$ cat config.mk
export PLATFORM = sky130hd
export DESIGN_NAME = sdram_mux
export DESIGN_NICKNAME = d
export VERILOG_FILES = /design/src/verilog/sdram_mux_pkg.sv /design/src/verilog/slot_port.sv /design/src/verilog/slot_arbiter.sv /design/src/verilog/sdram_sequencer.sv /design/src/verilog/sdram_mux.sv
export VERILOG_INCLUDE_DIRS = /design/src /design/src/verilog
export SDC_FILE = /design/constraint.sdc
export NUM_CORES = 1
export LEC_CHECK = 0
export ABC_CLOCK_PERIOD_IN_PS = 7900
export CORE_UTILIZATION = 55
export CTS_CLUSTER_DIAMETER = 60
export DETAILED_ROUTE_END_ITERATION = 8
export DONT_BUFFER_PORTS = 1
export PLACE_DENSITY = 0.67
export SLEW_MARGIN = 20
export SYNTH_ARGS = -nofsm -noshare
export SYNTH_HDL_FRONTEND = slang
export SYNTH_SLANG_ARGS = --single-unit
$ cat constraint.sdc
create_clock -name clk -period 7.9 [get_ports clk]
set_input_delay 1.58 -clock clk [delete_from_list [all_inputs] [get_ports clk]]
set_output_delay 1.58 -clock clk [all_outputs]
set_load 0.02 [all_outputs]
$ cat src/verilog/sdram_mux_settings.svh
// Sizes and SDRAM base offsets of the slot multiplexer
// Included by the package, the RTL and the testbench
`ifndef SDRAM_MUX_SETTINGS_SVH
`define SDRAM_MUX_SETTINGS_SVH

// One bit per slot in the slot masks
`define SLOTS      4

// VRAM and SDRAM addresses count 16-bit units, ROM addresses 32-bit units
`define VRAM_AW    17
`define ROM_AW     20
`define SDRAM_AW   22

// Data widths
`define VRAM_DW    16
`define ROM_DW     32
`define SDRAM_DW   32

// Where each region starts in SDRAM
`define VRAM_BASE  22'h00_0000
`define GFX_BASE   22'h10_0000

`endif

$ cat src/verilog/sdram_mux_pkg.sv
// Shared types of the SDRAM slot multiplexer
// Modules pull these in with a wildcard import in their header
`include "sdram_mux_settings.svh"

package sdram_mux_pkg;

    // SDRAM side
    typedef logic [`SDRAM_AW-1:0] sdram_addr_t;
    typedef logic [`SDRAM_DW-1:0] sdram_word_t;

    // Slot payloads
    typedef logic [`VRAM_DW-1:0]  vram_word_t;
    typedef logic [`ROM_DW-1:0]   rom_word_t;

    // Slot bookkeeping
    typedef logic [`SLOTS-1:0]          slot_mask_t;
    typedef logic [$clog2(`SLOTS)-1:0]  slot_idx_t;

endpackage

$ cat src/verilog/slot_port.sv
// Front end of one read slot of the SDRAM mux
// Holds the last fetched word with its address and asks the arbiter for a
// fetch whenever the client selects an address it does not hold
`include "sdram_mux_settings.svh"

module slot_port
    import sdram_mux_pkg::*;
#(
    parameter type payload_t = vram_word_t,
    // 16-bit payloads are VRAM slots, wider ones are ROM slots
    localparam int AW = ($bits(payload_t) == `VRAM_DW) ? `VRAM_AW : `ROM_AW
) (
    input  logic          clk,
    input  logic          arst_n,
    input  logic          slot_cs,
    input  logic [AW-1:0] slot_addr,
    input  logic          fill,
    input  sdram_word_t   fill_data,
    output logic          slot_ok,
    output payload_t      slot_data,
    output logic          slot_need
);

    logic [AW-1:0] served_addr;
    logic          valid;
    logic          hit;

    // Held word matches what the client is asking for
    assign hit       = valid && (served_addr == slot_addr);
    assign slot_need = slot_cs && !hit;

    always_ff @(posedge clk or negedge arst_n) begin
        if (!arst_n) begin
            valid   <= 1'b0;
            slot_ok <= 1'b0;
        end else begin
            if (fill) begin
                valid <= 1'b1;
            end
            // ok follows cs and the address one clock late
            slot_ok <= fill || (slot_cs && hit);
        end
    end

    always_ff @(posedge clk) begin
        if (fill) begin
            served_addr <= slot_addr;
            // VRAM slots keep the low half only
            slot_data   <= payload_t'(fill_data[$bits(payload_t)-1:0]);
        end
    end

endmodule

$ cat src/verilog/slot_arbiter.sv
// Rotating-priority arbiter of the SDRAM slot mux
// Picks the next slot that needs data, maps its address into SDRAM and
// hands one registered grant to the sequencer per access
`include "sdram_mux_settings.svh"

module slot_arbiter
    import sdram_mux_pkg::*;
(
    input  logic                clk,
    input  logic                arst_n,
    input  logic                downloading,
    input  slot_mask_t          slot_need,
    input  logic [`VRAM_AW-1:0] vram0_addr,
    input  logic [`VRAM_AW-1:0] vram1_addr,
    input  logic [`ROM_AW-1:0]  rom0_addr,
    input  logic [`ROM_AW-1:0]  rom1_addr,
    input  logic                busy,
    output logic                grant_valid,
    output slot_idx_t           grant_slot,
    output sdram_addr_t         grant_addr,
    output logic                refresh_en
);

    sdram_addr_t slot_sdram_addr [`SLOTS];
    slot_idx_t   ptr;
    slot_idx_t   pick;
    slot_idx_t   idx;
    logic        found;
    logic        hold;
    logic        seen_busy;
    logic        can_grant;

    // VRAM is word addressed, ROM words take two SDRAM locations
    assign slot_sdram_addr[0] = `VRAM_BASE + sdram_addr_t'(vram0_addr);
    assign slot_sdram_addr[1] = `VRAM_BASE + sdram_addr_t'(vram1_addr);
    assign slot_sdram_addr[2] = `GFX_BASE + sdram_addr_t'({rom0_addr, 1'b0});
    assign slot_sdram_addr[3] = `GFX_BASE + sdram_addr_t'({rom1_addr, 1'b0});

    // First needing slot at or after the pointer
    always_comb begin
        pick  = ptr;
        found = 1'b0;
        idx   = ptr;
        for (int i = 0; i < `SLOTS; i++) begin
            idx = slot_idx_t'((int'(ptr) + i) % `SLOTS);
            if (!found && slot_need[idx]) begin
                pick  = idx;
                found = 1'b1;
            end
        end
    end

    assign can_grant  = found && !hold && !busy && !downloading;
    assign refresh_en = !busy && !(|slot_need) && !downloading;

    always_ff @(posedge clk or negedge arst_n) begin
        if (!arst_n) begin
            ptr         <= '0;
            grant_valid <= 1'b0;
            grant_slot  <= '0;
            hold        <= 1'b0;
            seen_busy   <= 1'b0;
        end else begin
            grant_valid <= 1'b0;
            if (can_grant) begin
                grant_valid <= 1'b1;
                grant_slot  <= pick;
                ptr         <= slot_idx_t'((int'(pick) + 1) % `SLOTS);
                hold        <= 1'b1;
                seen_busy   <= 1'b0;
            end else if (hold) begin
                // Release only once the sequencer went busy and came back
                if (busy) begin
                    seen_busy <= 1'b1;
                end else if (seen_busy) begin
                    hold <= 1'b0;
                end
            end
        end
    end

    always_ff @(posedge clk) begin
        if (can_grant) begin
            grant_addr <= slot_sdram_addr[pick];
        end
    end

endmodule

$ cat src/verilog/sdram_sequencer.sv
// Runs one read on the SDRAM controller per grant
// Holds sdram_req until ack, waits for data_rdy and routes the word
// back to the granted slot as a single-cycle fill
module sdram_sequencer
    import sdram_mux_pkg::*;
(
    input  logic        clk,
    input  logic        arst_n,
    input  logic        grant_valid,
    input  slot_idx_t   grant_slot,
    input  sdram_addr_t grant_addr,
    output logic        sdram_req,
    output sdram_addr_t sdram_addr,
    input  logic        sdram_ack,
    input  logic        data_rdy,
    input  sdram_word_t data_read,
    output logic        busy,
    output slot_mask_t  fill_mask,
    output sdram_word_t fill_data
);

    typedef enum logic [1:0] {
        ST_IDLE,
        ST_REQ,
        ST_DATA
    } seq_state_t;

    seq_state_t state;
    slot_idx_t  slot_q;

    always_ff @(posedge clk or negedge arst_n) begin
        if (!arst_n) begin
            state  <= ST_IDLE;
            slot_q <= '0;
        end else begin
            case (state)
                ST_IDLE: begin
                    if (grant_valid) begin
                        slot_q <= grant_slot;
                        state  <= ST_REQ;
                    end
                end
                ST_REQ: begin
                    // Controller took the request
                    if (sdram_ack) begin
                        state <= ST_DATA;
                    end
                end
                ST_DATA: begin
                    if (data_rdy) begin
                        state <= ST_IDLE;
                    end
                end
                default: state <= ST_IDLE;
            endcase
        end
    end

    // Address is held for the whole access
    always_ff @(posedge clk) begin
        if (state == ST_IDLE && grant_valid) begin
            sdram_addr <= grant_addr;
        end
    end

    assign sdram_req = (state == ST_REQ);
    assign busy      = (state != ST_IDLE);

    // Fill goes out in the data_rdy cycle, so ok rises on the next clock
    assign fill_mask = (state == ST_DATA && data_rdy) ? slot_mask_t'(1) << slot_q : '0;
    assign fill_data = data_read;

endmodule

$ cat src/verilog/sdram_mux.sv
// Top level of the SDRAM slot multiplexer
// Two VRAM readers and two GFX ROM readers share one SDRAM controller
// through per-slot front ends, a rotating arbiter and a read sequencer
`include "sdram_mux_settings.svh"

module sdram_mux
    import sdram_mux_pkg::*;
(
    input  logic                clk,
    input  logic                arst_n,
    input  logic                downloading,
    // Tile-map VRAM readers
    input  logic                vram0_cs,
    input  logic [`VRAM_AW-1:0] vram0_addr,
    output logic                vram0_ok,
    output vram_word_t          vram0_data,
    input  logic                vram1_cs,
    input  logic [`VRAM_AW-1:0] vram1_addr,
    output logic                vram1_ok,
    output vram_word_t          vram1_data,
    // GFX ROM readers
    input  logic                rom0_cs,
    input  logic [`ROM_AW-1:0]  rom0_addr,
    output logic                rom0_ok,
    output rom_word_t           rom0_data,
    input  logic                rom1_cs,
    input  logic [`ROM_AW-1:0]  rom1_addr,
    output logic                rom1_ok,
    output rom_word_t           rom1_data,
    // SDRAM controller
    output logic                sdram_req,
    output sdram_addr_t         sdram_addr,
    input  logic                sdram_ack,
    input  logic                data_rdy,
    input  sdram_word_t         data_read,
    output logic                refresh_en
);

    slot_mask_t  slot_need;
    slot_mask_t  fill_mask;
    sdram_word_t fill_data;
    logic        grant_valid;
    slot_idx_t   grant_slot;
    sdram_addr_t grant_addr;
    logic        busy;

    // Slot 0
    slot_port #(.payload_t(vram_word_t)) u_vram0 (
        .clk       ( clk          ),
        .arst_n    ( arst_n       ),
        .slot_cs   ( vram0_cs     ),
        .slot_addr ( vram0_addr   ),
        .fill      ( fill_mask[0] ),
        .fill_data ( fill_data    ),
        .slot_ok   ( vram0_ok     ),
        .slot_data ( vram0_data   ),
        .slot_need ( slot_need[0] )
    );

    // Slot 1
    slot_port #(.payload_t(vram_word_t)) u_vram1 (
        .clk       ( clk          ),
        .arst_n    ( arst_n       ),
        .slot_cs   ( vram1_cs     ),
        .slot_addr ( vram1_addr   ),
        .fill      ( fill_mask[1] ),
        .fill_data ( fill_data    ),
        .slot_ok   ( vram1_ok     ),
        .slot_data ( vram1_data   ),
        .slot_need ( slot_need[1] )
    );

    // Slot 2
    slot_port #(.payload_t(rom_word_t)) u_rom0 (
        .clk       ( clk          ),
        .arst_n    ( arst_n       ),
        .slot_cs   ( rom0_cs      ),
        .slot_addr ( rom0_addr    ),
        .fill      ( fill_mask[2] ),
        .fill_data ( fill_data    ),
        .slot_ok   ( rom0_ok      ),
        .slot_data ( rom0_data    ),
        .slot_need ( slot_need[2] )
    );

    // Slot 3
    slot_port #(.payload_t(rom_word_t)) u_rom1 (
        .clk       ( clk          ),
        .arst_n    ( arst_n       ),
        .slot_cs   ( rom1_cs      ),
        .slot_addr ( rom1_addr    ),
        .fill      ( fill_mask[3] ),
        .fill_data ( fill_data    ),
        .slot_ok   ( rom1_ok      ),
        .slot_data ( rom1_data    ),
        .slot_need ( slot_need[3] )
    );

    slot_arbiter u_arbiter (
        .clk         ( clk         ),
        .arst_n      ( arst_n      ),
        .downloading ( downloading ),
        .slot_need   ( slot_need   ),
        .vram0_addr  ( vram0_addr  ),
        .vram1_addr  ( vram1_addr  ),
        .rom0_addr   ( rom0_addr   ),
        .rom1_addr   ( rom1_addr   ),
        .busy        ( busy        ),
        .grant_valid ( grant_valid ),
        .grant_slot  ( grant_slot  ),
        .grant_addr  ( grant_addr  ),
        .refresh_en  ( refresh_en  )
    );

    sdram_sequencer u_sequencer (
        .clk         ( clk         ),
        .arst_n      ( arst_n      ),
        .grant_valid ( grant_valid ),
        .grant_slot  ( grant_slot  ),
        .grant_addr  ( grant_addr  ),
        .sdram_req   ( sdram_req   ),
        .sdram_addr  ( sdram_addr  ),
        .sdram_ack   ( sdram_ack   ),
        .data_rdy    ( data_rdy    ),
        .data_read   ( data_read   ),
        .busy        ( busy        ),
        .fill_mask   ( fill_mask   ),
        .fill_data   ( fill_data   )
    );

endmodule

==> summary.txt, run 1 <==
Yosys
  • Mapped Cells: 442
  • Post-synthesis xor/xnor area fraction: 7.43%
  • Simple-Gate Fraction of Synth Area: 4.45%
  • Synth Area in Adders: 0%
  • Area leader, netlist: edfxtp_1
  • Syn Area/Cell: between 15 and 20 sq um
  • Synth Cell Area: 8720 sq um
  • Top cells by area, synth: edfxtp_1 74%, dfrtp_1 5.4%, xor2_1 4.3%, xnor2_1 3.1%, mux4_1 3.0%
  • Number of synthesized flops with an enable pin: 214
  • Post-synth top area share: 73.7%
  • Yosys reg bits: approximately 230
  • Yosys warns: 0
  • Most instantiated cells after synthesis: 214 x edfxtp_1, 43 x xor2_1, 31 x xnor2_1
  • Main combinational cell family by area after synthesis: XOR/XNOR gates
  • Sequential-to-total area share from yosys stat: ~80%
  • Post-synthesis mux area share: 4.82%
  • Primary FF master, synth: edfxtp_1
  • Syn_nets: ~560
  • Post-synthesis async set-or-reset flop share: approximately 8.2%
  • Compound-cell area share of the yosys netlist: between 3 and 4%
  • Netlist cell types: 44
  • Most frequent cell after synthesis: edfxtp_1

Die
  • Die Y: roughly 130 um
  • Die Width: 128 um
  • Initial Util: a little under three fifths
  • Die ar.: approximately 16000 sq um
  • # IOs: approximately 240
  • Core Footprint: approximately 15000 sq um
  • Row cnt: between 40 and 50

Setup path
  • CP max stage delay: 0.63 ns
  • CP startpoint kind: input port
  • Critical path class: input port to output pin
  • Critical R2R Launch: u_vram0.served_addr[13]
  • Critical Path AT: ~3.8 ns
  • Worst Path Required: between 6 and 7 ns
  • Worst-path cell chain: xor2_1 > nor4_1 > nand3_1 > o21a_1 > nor4_1 > nor3b_1
  • Worst-path fanout max: 3
  • Critical path's slowest cell: nor3b_1
  • CP Depth: 6
  • Most frequent CP cell: nor4_1
  • CP delay by family, top: simple AND/OR/NAND/NOR gates
  • Buf/Inv on CP: 0
  • R2R cell count: 8
  • Nature of the critical path endpoint: output pin
  • Critical path startpoint: vram0_addr[13]

Timing
  • Layout Skew: a little under 0.01 ns
  • Setup violators final: 0
  • Measured slew at the worst slew-check pin: between 0.9 and 1 ns
  • Setup total negative slack: 0 ns
  • Post-layout min period: 5.34 ns
  • WHS: roughly 0.42 ns
  • Slew Limit Fails: 0
  • Final period util: between 60% and 70%
  • Fmax: ~0.19 GHz
  • Slew margin rel.: 37.8%
  • Hold Fails Final Rpt: 0
  • Unrepaired setup endpoints after global routing: no

Route
  • Vias after detailed routing: between 4000 and 5000
  • Drt drc: 0
  • Iteration-0 DRC Markers: 420
  • Total routed wirelength: about 18000 um
  • ANT nets after route: 0
  • DR WL/cell: roughly 27 um
  • Pre-antenna DRT Iters: 4
  • Post-DR vias/cell: 5.97

Place
  • PortBufs: 0
  • DP HPWL: ~12000 um
  • GPL Wtd Cong: approximately 0.87

Global route
  • All-Layer GR Usage: between 20% and 30%
  • Vias in the first global route: 4364
  • Grt total ovfl: 0
  • Largest net degree at the start of global routing: 36
  • Initial antenna violation count: 0
  • First-pass GRT wire length: 26700 um

Clocking
  • Post_cts resized: 0
  • TritonCTS Buffers: 23
  • Setup Buffers After CTS: 0
  • CTS tree: built
  • # clock sinks: around 230
  • H-tree Lvls: 1
  • Deepest clock path buffer count: 3
  • Clk Latency, worst-skew pair: between 0.4 and 0.5 ns
  • Clock Root Buffer: clkbuf_16
  • Post-CTS Hold Fix Bufs: 0
  • Clk pin slew, worst setup/hold paths: approximately 0.060 ns

Cells and area
  • Nets: 583
  • Final Core Density: a little under two thirds
  • Layout overhead on the synthesized area: 11.5%
  • ANT cells: 0
  • Seq. cell area: 6900 sq um
  • Share of cells above drive strength 1: approximately an eighth
  • Multi-input gate area: around 1800 sq um
  • Fill count: between 1000 and 1500

Hold path
  • Hold path startpoint: u_arbiter.grant_addr[6]
  • WHS Path Cells: 0
  • Hold Path Class: flop to flop

Power and ir drop
  • P_leak: ~3.2 nW
  • Internal power: 0.00228 W
  • Switch share: about a quarter
  • Combinational power share: 11.9%
  • Clock power frac: about 34%
  • Max rail drop VDD: 0.169 mV
  • Share of power burned in registers: 54.5%
  • Cell Pwr Density: between 300 and 400 nW/um^2
  • Psw: 0.000760 W

Status
  • Status: completed

Run
  • Max Cap Viol: 0
-- layer usage --
layer	track usage (%)	wire length, um	vias to the layer above
met3	9.39	2280	20
met5	0	0	-
li1	-	-	1775
met4	5.81	241	0
met1	28.1	6840	2089
met2	37.3	8980	249
-- stage by stage --
stage                     setup WS, ns  std cells  cell area [sq um]  power, W
after floorplan                   2.48        442               8720   0.00194
after global placement            2.60        653               9000   0.00203
after detailed placement          2.56        653               9000   0.00204
after CTS                         2.55        691               9700   0.00306
after global routing              2.41        692               9730   0.00315
final                             2.56        692               9730   0.00304
-- area by class of cell --
type | instances | area share [%]
clock buffers | 30 | 6.19
repair buffers | 5 | 0.592
multi-input cells | 196 | 18.2
clock inverters | 8 | 0.978
well taps | 211 | 2.71
inverters | 9 | 0.347
flip-flops and latches | 233 | 71.0
-- worst paths after layout --
check / endpoint / slack (ns)
min reg2reg: u_sequencer.sdram_addr[6] / 0.42
min: u_sequencer.sdram_addr[6] / 0.42
max in group asynchronous: u_vram1.valid / 7.04
min in group asynchronous: u_vram1.slot_ok / 0.78
max: refresh_en / 2.56
max reg2reg: u_arbiter.grant_addr[7] / 4.68
-- logic make-up (layout without fill, tap and decap cells) --
kind of cell	count (synthesis)	in the layout
AO/OA/AOI/OAI	38	38
XOR/XNOR	74	74
buffers and inverters	13	52
flip-flops	233	233
multiplexers	18	18
AND/OR/NAND/NOR	66	66
-- registers in the layout, summed over array words and instances (netlist names), 2 cells and up --
name	cells
u_sequencer.sdram_addr	22
u_rom0.slot_data	32
u_arbiter.ptr	2
u_arbiter.grant_slot	2
u_sequencer.slot_q	2
u_vram0.slot_data	16
u_arbiter.grant_addr	22
u_rom1.served_addr	20
u_vram1.slot_data	16
u_vram1.served_addr	17
u_rom0.served_addr	20
u_vram0.served_addr	17
u_rom1.slot_data	32
u_sequencer.state	2
-- cells in the final DEF (no fill, tap or decap), types with 5 or more instances in the layout --
| cell | instances |
|---|---|
| dfrtp_1 | 19 |
| clkbuf_1 | 7 |
| nor4_1 | 10 |
| nand4_1 | 8 |
| edfxtp_1 | 214 |
| clkbuf_16 | 23 |
| nor2_1 | 6 |
| mux4_2 | 6 |
| nand3_1 | 11 |
| xor2_1 | 43 |
| o21ai_0 | 11 |
| mux4_1 | 10 |
| nand2_1 | 11 |
| a21oi_1 | 5 |
| xnor2_1 | 31 |
| inv_1 | 6 |
-- power groups by stage --
stage / logic (W) / clock network (W) / registers, W
after floorplan: 0.000282 / 0 / 0.00166
final: 0.000363 / 0.00102 / 0.00166
after global placement: 0.000351 / 0 / 0.00168
after CTS: 0.000363 / 0.00104 / 0.00166
after detailed placement: 0.000362 / 0 / 0.00168
after global routing: 0.000391 / 0.00109 / 0.00167
(Power assumes the default switching activity.)
==> run 2: changes to the inputs <==
--- a/config.mk
+++ b/config.mk
@@ -6,12 +6,12 @@
 export SDC_FILE = /design/constraint.sdc
 export NUM_CORES = 1
 export LEC_CHECK = 0
-export ABC_CLOCK_PERIOD_IN_PS = 7900
+export ABC_CLOCK_PERIOD_IN_PS = 4400
 export CORE_UTILIZATION = 55
 export CTS_CLUSTER_DIAMETER = 60
 export DETAILED_ROUTE_END_ITERATION = 8
 export DONT_BUFFER_PORTS = 1
-export PLACE_DENSITY = 0.67
+export PLACE_DENSITY = 0.7
 export SLEW_MARGIN = 20
 export SYNTH_ARGS = -nofsm -noshare
 export SYNTH_HDL_FRONTEND = slang
==> constraint.sdc (replaced) <==
create_clock -name clk -period 4.4 [get_ports clk]
set_input_delay 0.88 -clock clk [delete_from_list [all_inputs] [get_ports clk]]
set_output_delay 0.88 -clock clk [all_outputs]
set_load 0.02 [all_outputs]
==> run 2 against run 1 <==
  * Wire length decreased by 0.59%
  * Largest power group unchanged
  * Worst hold slack got worse by 0.34 ns
  * Critical endpoint unchanged
  * Via count decreased by 1.1%
  * First-iteration DRC count decreased by 33%
  * Design area decreased by 0.31%
  * Cell count increased by 0.29%
  * Total power increased by 75%
  * Die area unchanged
==> summary.txt, run 2 (synthesized netlist as in run 1, its figures left out) <==
Clocking
  • Post_cts resized: 0 (unchanged)
  • Clk Latency, worst-skew pair: 0.49 ns (about the same)
  • CTS tree: built
  • Clock Root Buffer: clkbuf_16
  • Setup Buffers After CTS: 0 (unchanged)
  • H-tree Lvls: 1 (unchanged)
  • Deepest clock path buffer count: 3 (unchanged)
  • Post-CTS Hold Fix Bufs: 0 (unchanged)
  • # clock sinks: 233 (unchanged)
  • TritonCTS Buffers: 22 (-4.3%)
  • Clk pin slew, worst setup/hold paths: 0.06 ns (about the same)

Cells and area
  • Most frequent cells in the layout: 214 x edfxtp_1, 43 x xor2_1, 31 x xnor2_1
  • Top Registers: u_rom0.slot_data x32, u_rom1.slot_data x32
  • Layout overhead on the synthesized area: 11.1%
  • Most common cell after layout, fill and taps aside: edfxtp_1
  • Final Core Density: 63.3% (-0.20 points)
  • Share of cells above drive strength 1: 13.9% (+0.57 points)
  • ANT cells: 0 (unchanged)
  • Nets: 584 (+0.17%)

Timing
  • Setup total negative slack: 0 ns (unchanged)
  • Setup violators final: 0 (unchanged)
  • Post-layout min period: between 3 and 4 ns
  • Layout Skew: 0.0122 ns (+0.00245 ns)
  • Unrepaired setup endpoints after global routing: no
  • Measured slew at the worst slew-check pin: 1.01 ns (+0.0824 ns)
  • Final period util: ~84%
  • WHS: 0.0836 ns (-0.335 ns)
  • Slew Limit Fails: 0 (unchanged)
  • Hold Fails Final Rpt: 0 (unchanged)
  • Fmax: approximately 0.27 GHz
  • Slew margin rel.: 32.3% (-5.5 points)
  • Worst setup slack after layout: 0.691 ns (-1.87 ns)

Global route
  • Initial antenna violation count: 0 (unchanged)
  • Vias in the first global route: 4397 (+0.76%)
  • Largest net degree at the start of global routing: 36 (unchanged)
  • First-pass GRT wire length: 26600 um (-0.18%)
  • All-Layer GR Usage: 22.6% (-0.13 points)
  • Grt total ovfl: 0 (unchanged)

Setup path
  • R2R cell count: 8 (unchanged)
  • CP delay by family, top: simple AND/OR/NAND/NOR gates
  • Worst-path cell chain: xor2_1 > nor4_1 > nand3_1 > o21a_1 > nor4_1 > nor3b_1 > buf_4
  • Buf/Inv on CP: 1 (+1)
  • Critical path class: flop to output pin
  • CP max stage delay: 0.47 ns (-0.16 ns)
  • Nature of the critical path endpoint: output pin
  • Critical R2R Launch: u_vram0.served_addr[8]
  • R2R Setup Slk: 1.05 ns (-3.63 ns)
  • Worst-path fanout max: 3 (unchanged)
  • CP startpoint kind: flop
  • Critical path's slowest cell: nor4_1
  • Worst Path Required: 3.52 ns (-2.80 ns)
  • Critical Path AT: 2.83 ns (-0.93 ns)
  • Most frequent CP cell: nor4_1
  • Reg-to-reg endpoint: u_arbiter.grant_addr[16]

Place
  • GPL Wtd Cong: 0.902 (+4.1%)
  • PortBufs: 0 (unchanged)
  • DP HPWL: 12600 um (+0.89%)
  • Worst slack after detailed placement: 0.544 ns (-2.01 ns)

Route
  • Vias after detailed routing: 4087 (-1.1%)
  • ANT nets after route: 0 (unchanged)
  • Drt drc: 0 (unchanged)
  • Iteration-0 DRC Markers: 283 (-33%)
  • Post-DR vias/cell: 5.89 (-1.4%)
  • Total routed wirelength: 18200 um (-0.59%)
  • DR WL/cell: 26.3 um (-0.88%)
  • Pre-antenna DRT Iters: 4 (unchanged)

Run
  • Max Cap Viol: 0 (unchanged)

Power and ir drop
  • Cell Pwr Density: 549 nW/um^2 (+76%)
  • Max rail drop VDD: 0.342 mV (+100%)
  • Total power: 0.00532 W (+75%)
  • P_leak: 3.21 nW (about the same)

Die
  • Row cnt: 45 (unchanged)
  • Die Y: 128 um (unchanged)
  • Die ar.: 16400 sq um (unchanged)
  • # IOs: 239 (unchanged)
  • Initial Util: 57.0% (unchanged)
  • Die Width: 128 um (unchanged)
  • Core Footprint: 15300 sq um (unchanged)

Hold path
  • Hold Path Class: input port to asynchronous set/reset pin

Status
  • Status: completed
## run 2: final cells by class
| cell class | count | area, sq um |
|---|---|---|
| clock buffers | 26 | 587 |
| clock inverters | 12 | 63.8 |
| repair buffers | 7 | 65.1 |
| fillers | 1076 | 5620 |
| inverters | 9 | 33.8 |
| multi-input cells | 196 | 1780 |
| flip-flops and latches | 233 | 6900 |
| well taps | 211 | 264 |
## run 2: worst register-to-register path: cells and delay by family, from the launching register on
| family | cells | cell delay (ns) |
|---|---|---|
| XOR/XNOR | 1 | 0.17 |
| multiplexers | 1 | 0.62 |
| flip-flops | 1 | 0.37 |
| AND/OR/NAND/NOR | 3 | 1.13 |
| AO/OA/AOI/OAI | 3 | 0.80 |
## run 2: where the power goes
group,leakage (nW),internal [W],switching (W),total [W]
Sequential,2.18,0.00275,0.000219,0.00297
Clock,0.319,0.000951,0.000745,0.00170
Combinational,0.713,0.000260,0.000394,0.000654
Total,3.21,0.00397,0.00136,0.00532
## run 2: worst max-delay path by stage
stage / depth (start not counted) / from / end / slack [ns]
after floorplan: 6 / vram1_addr[14] / refresh_en / 1.03
after global placement: 8 / vram0_addr[8] / u_arbiter.grant_addr[6] / 0.68
after detailed placement: 8 / vram0_addr[0] / u_arbiter.grant_addr[16] / 0.54
after CTS: 7 / u_vram0.served_addr[8] / refresh_en / 0.60
after global routing: 7 / u_vram0.served_addr[8] / refresh_en / 0.40
final: 7 / u_vram0.served_addr[8] / refresh_en / 0.69
## run 2: metrics by stage
stage,std cells,area [sq um]
after floorplan,442,8730
after global routing,694,9700
after CTS,693,9680
after global placement,655,9030
final,694,9700
after detailed placement,655,9030
## run 2: routing by layer
layer	GRT usage (%)	share of wire [%]	vias to the layer above
met5	0	0	-
met4	7.34	2.4	0
met3	10.1	14	29
met2	36.4	48	239
met1	27.3	36	2039
li1	-	-	1780
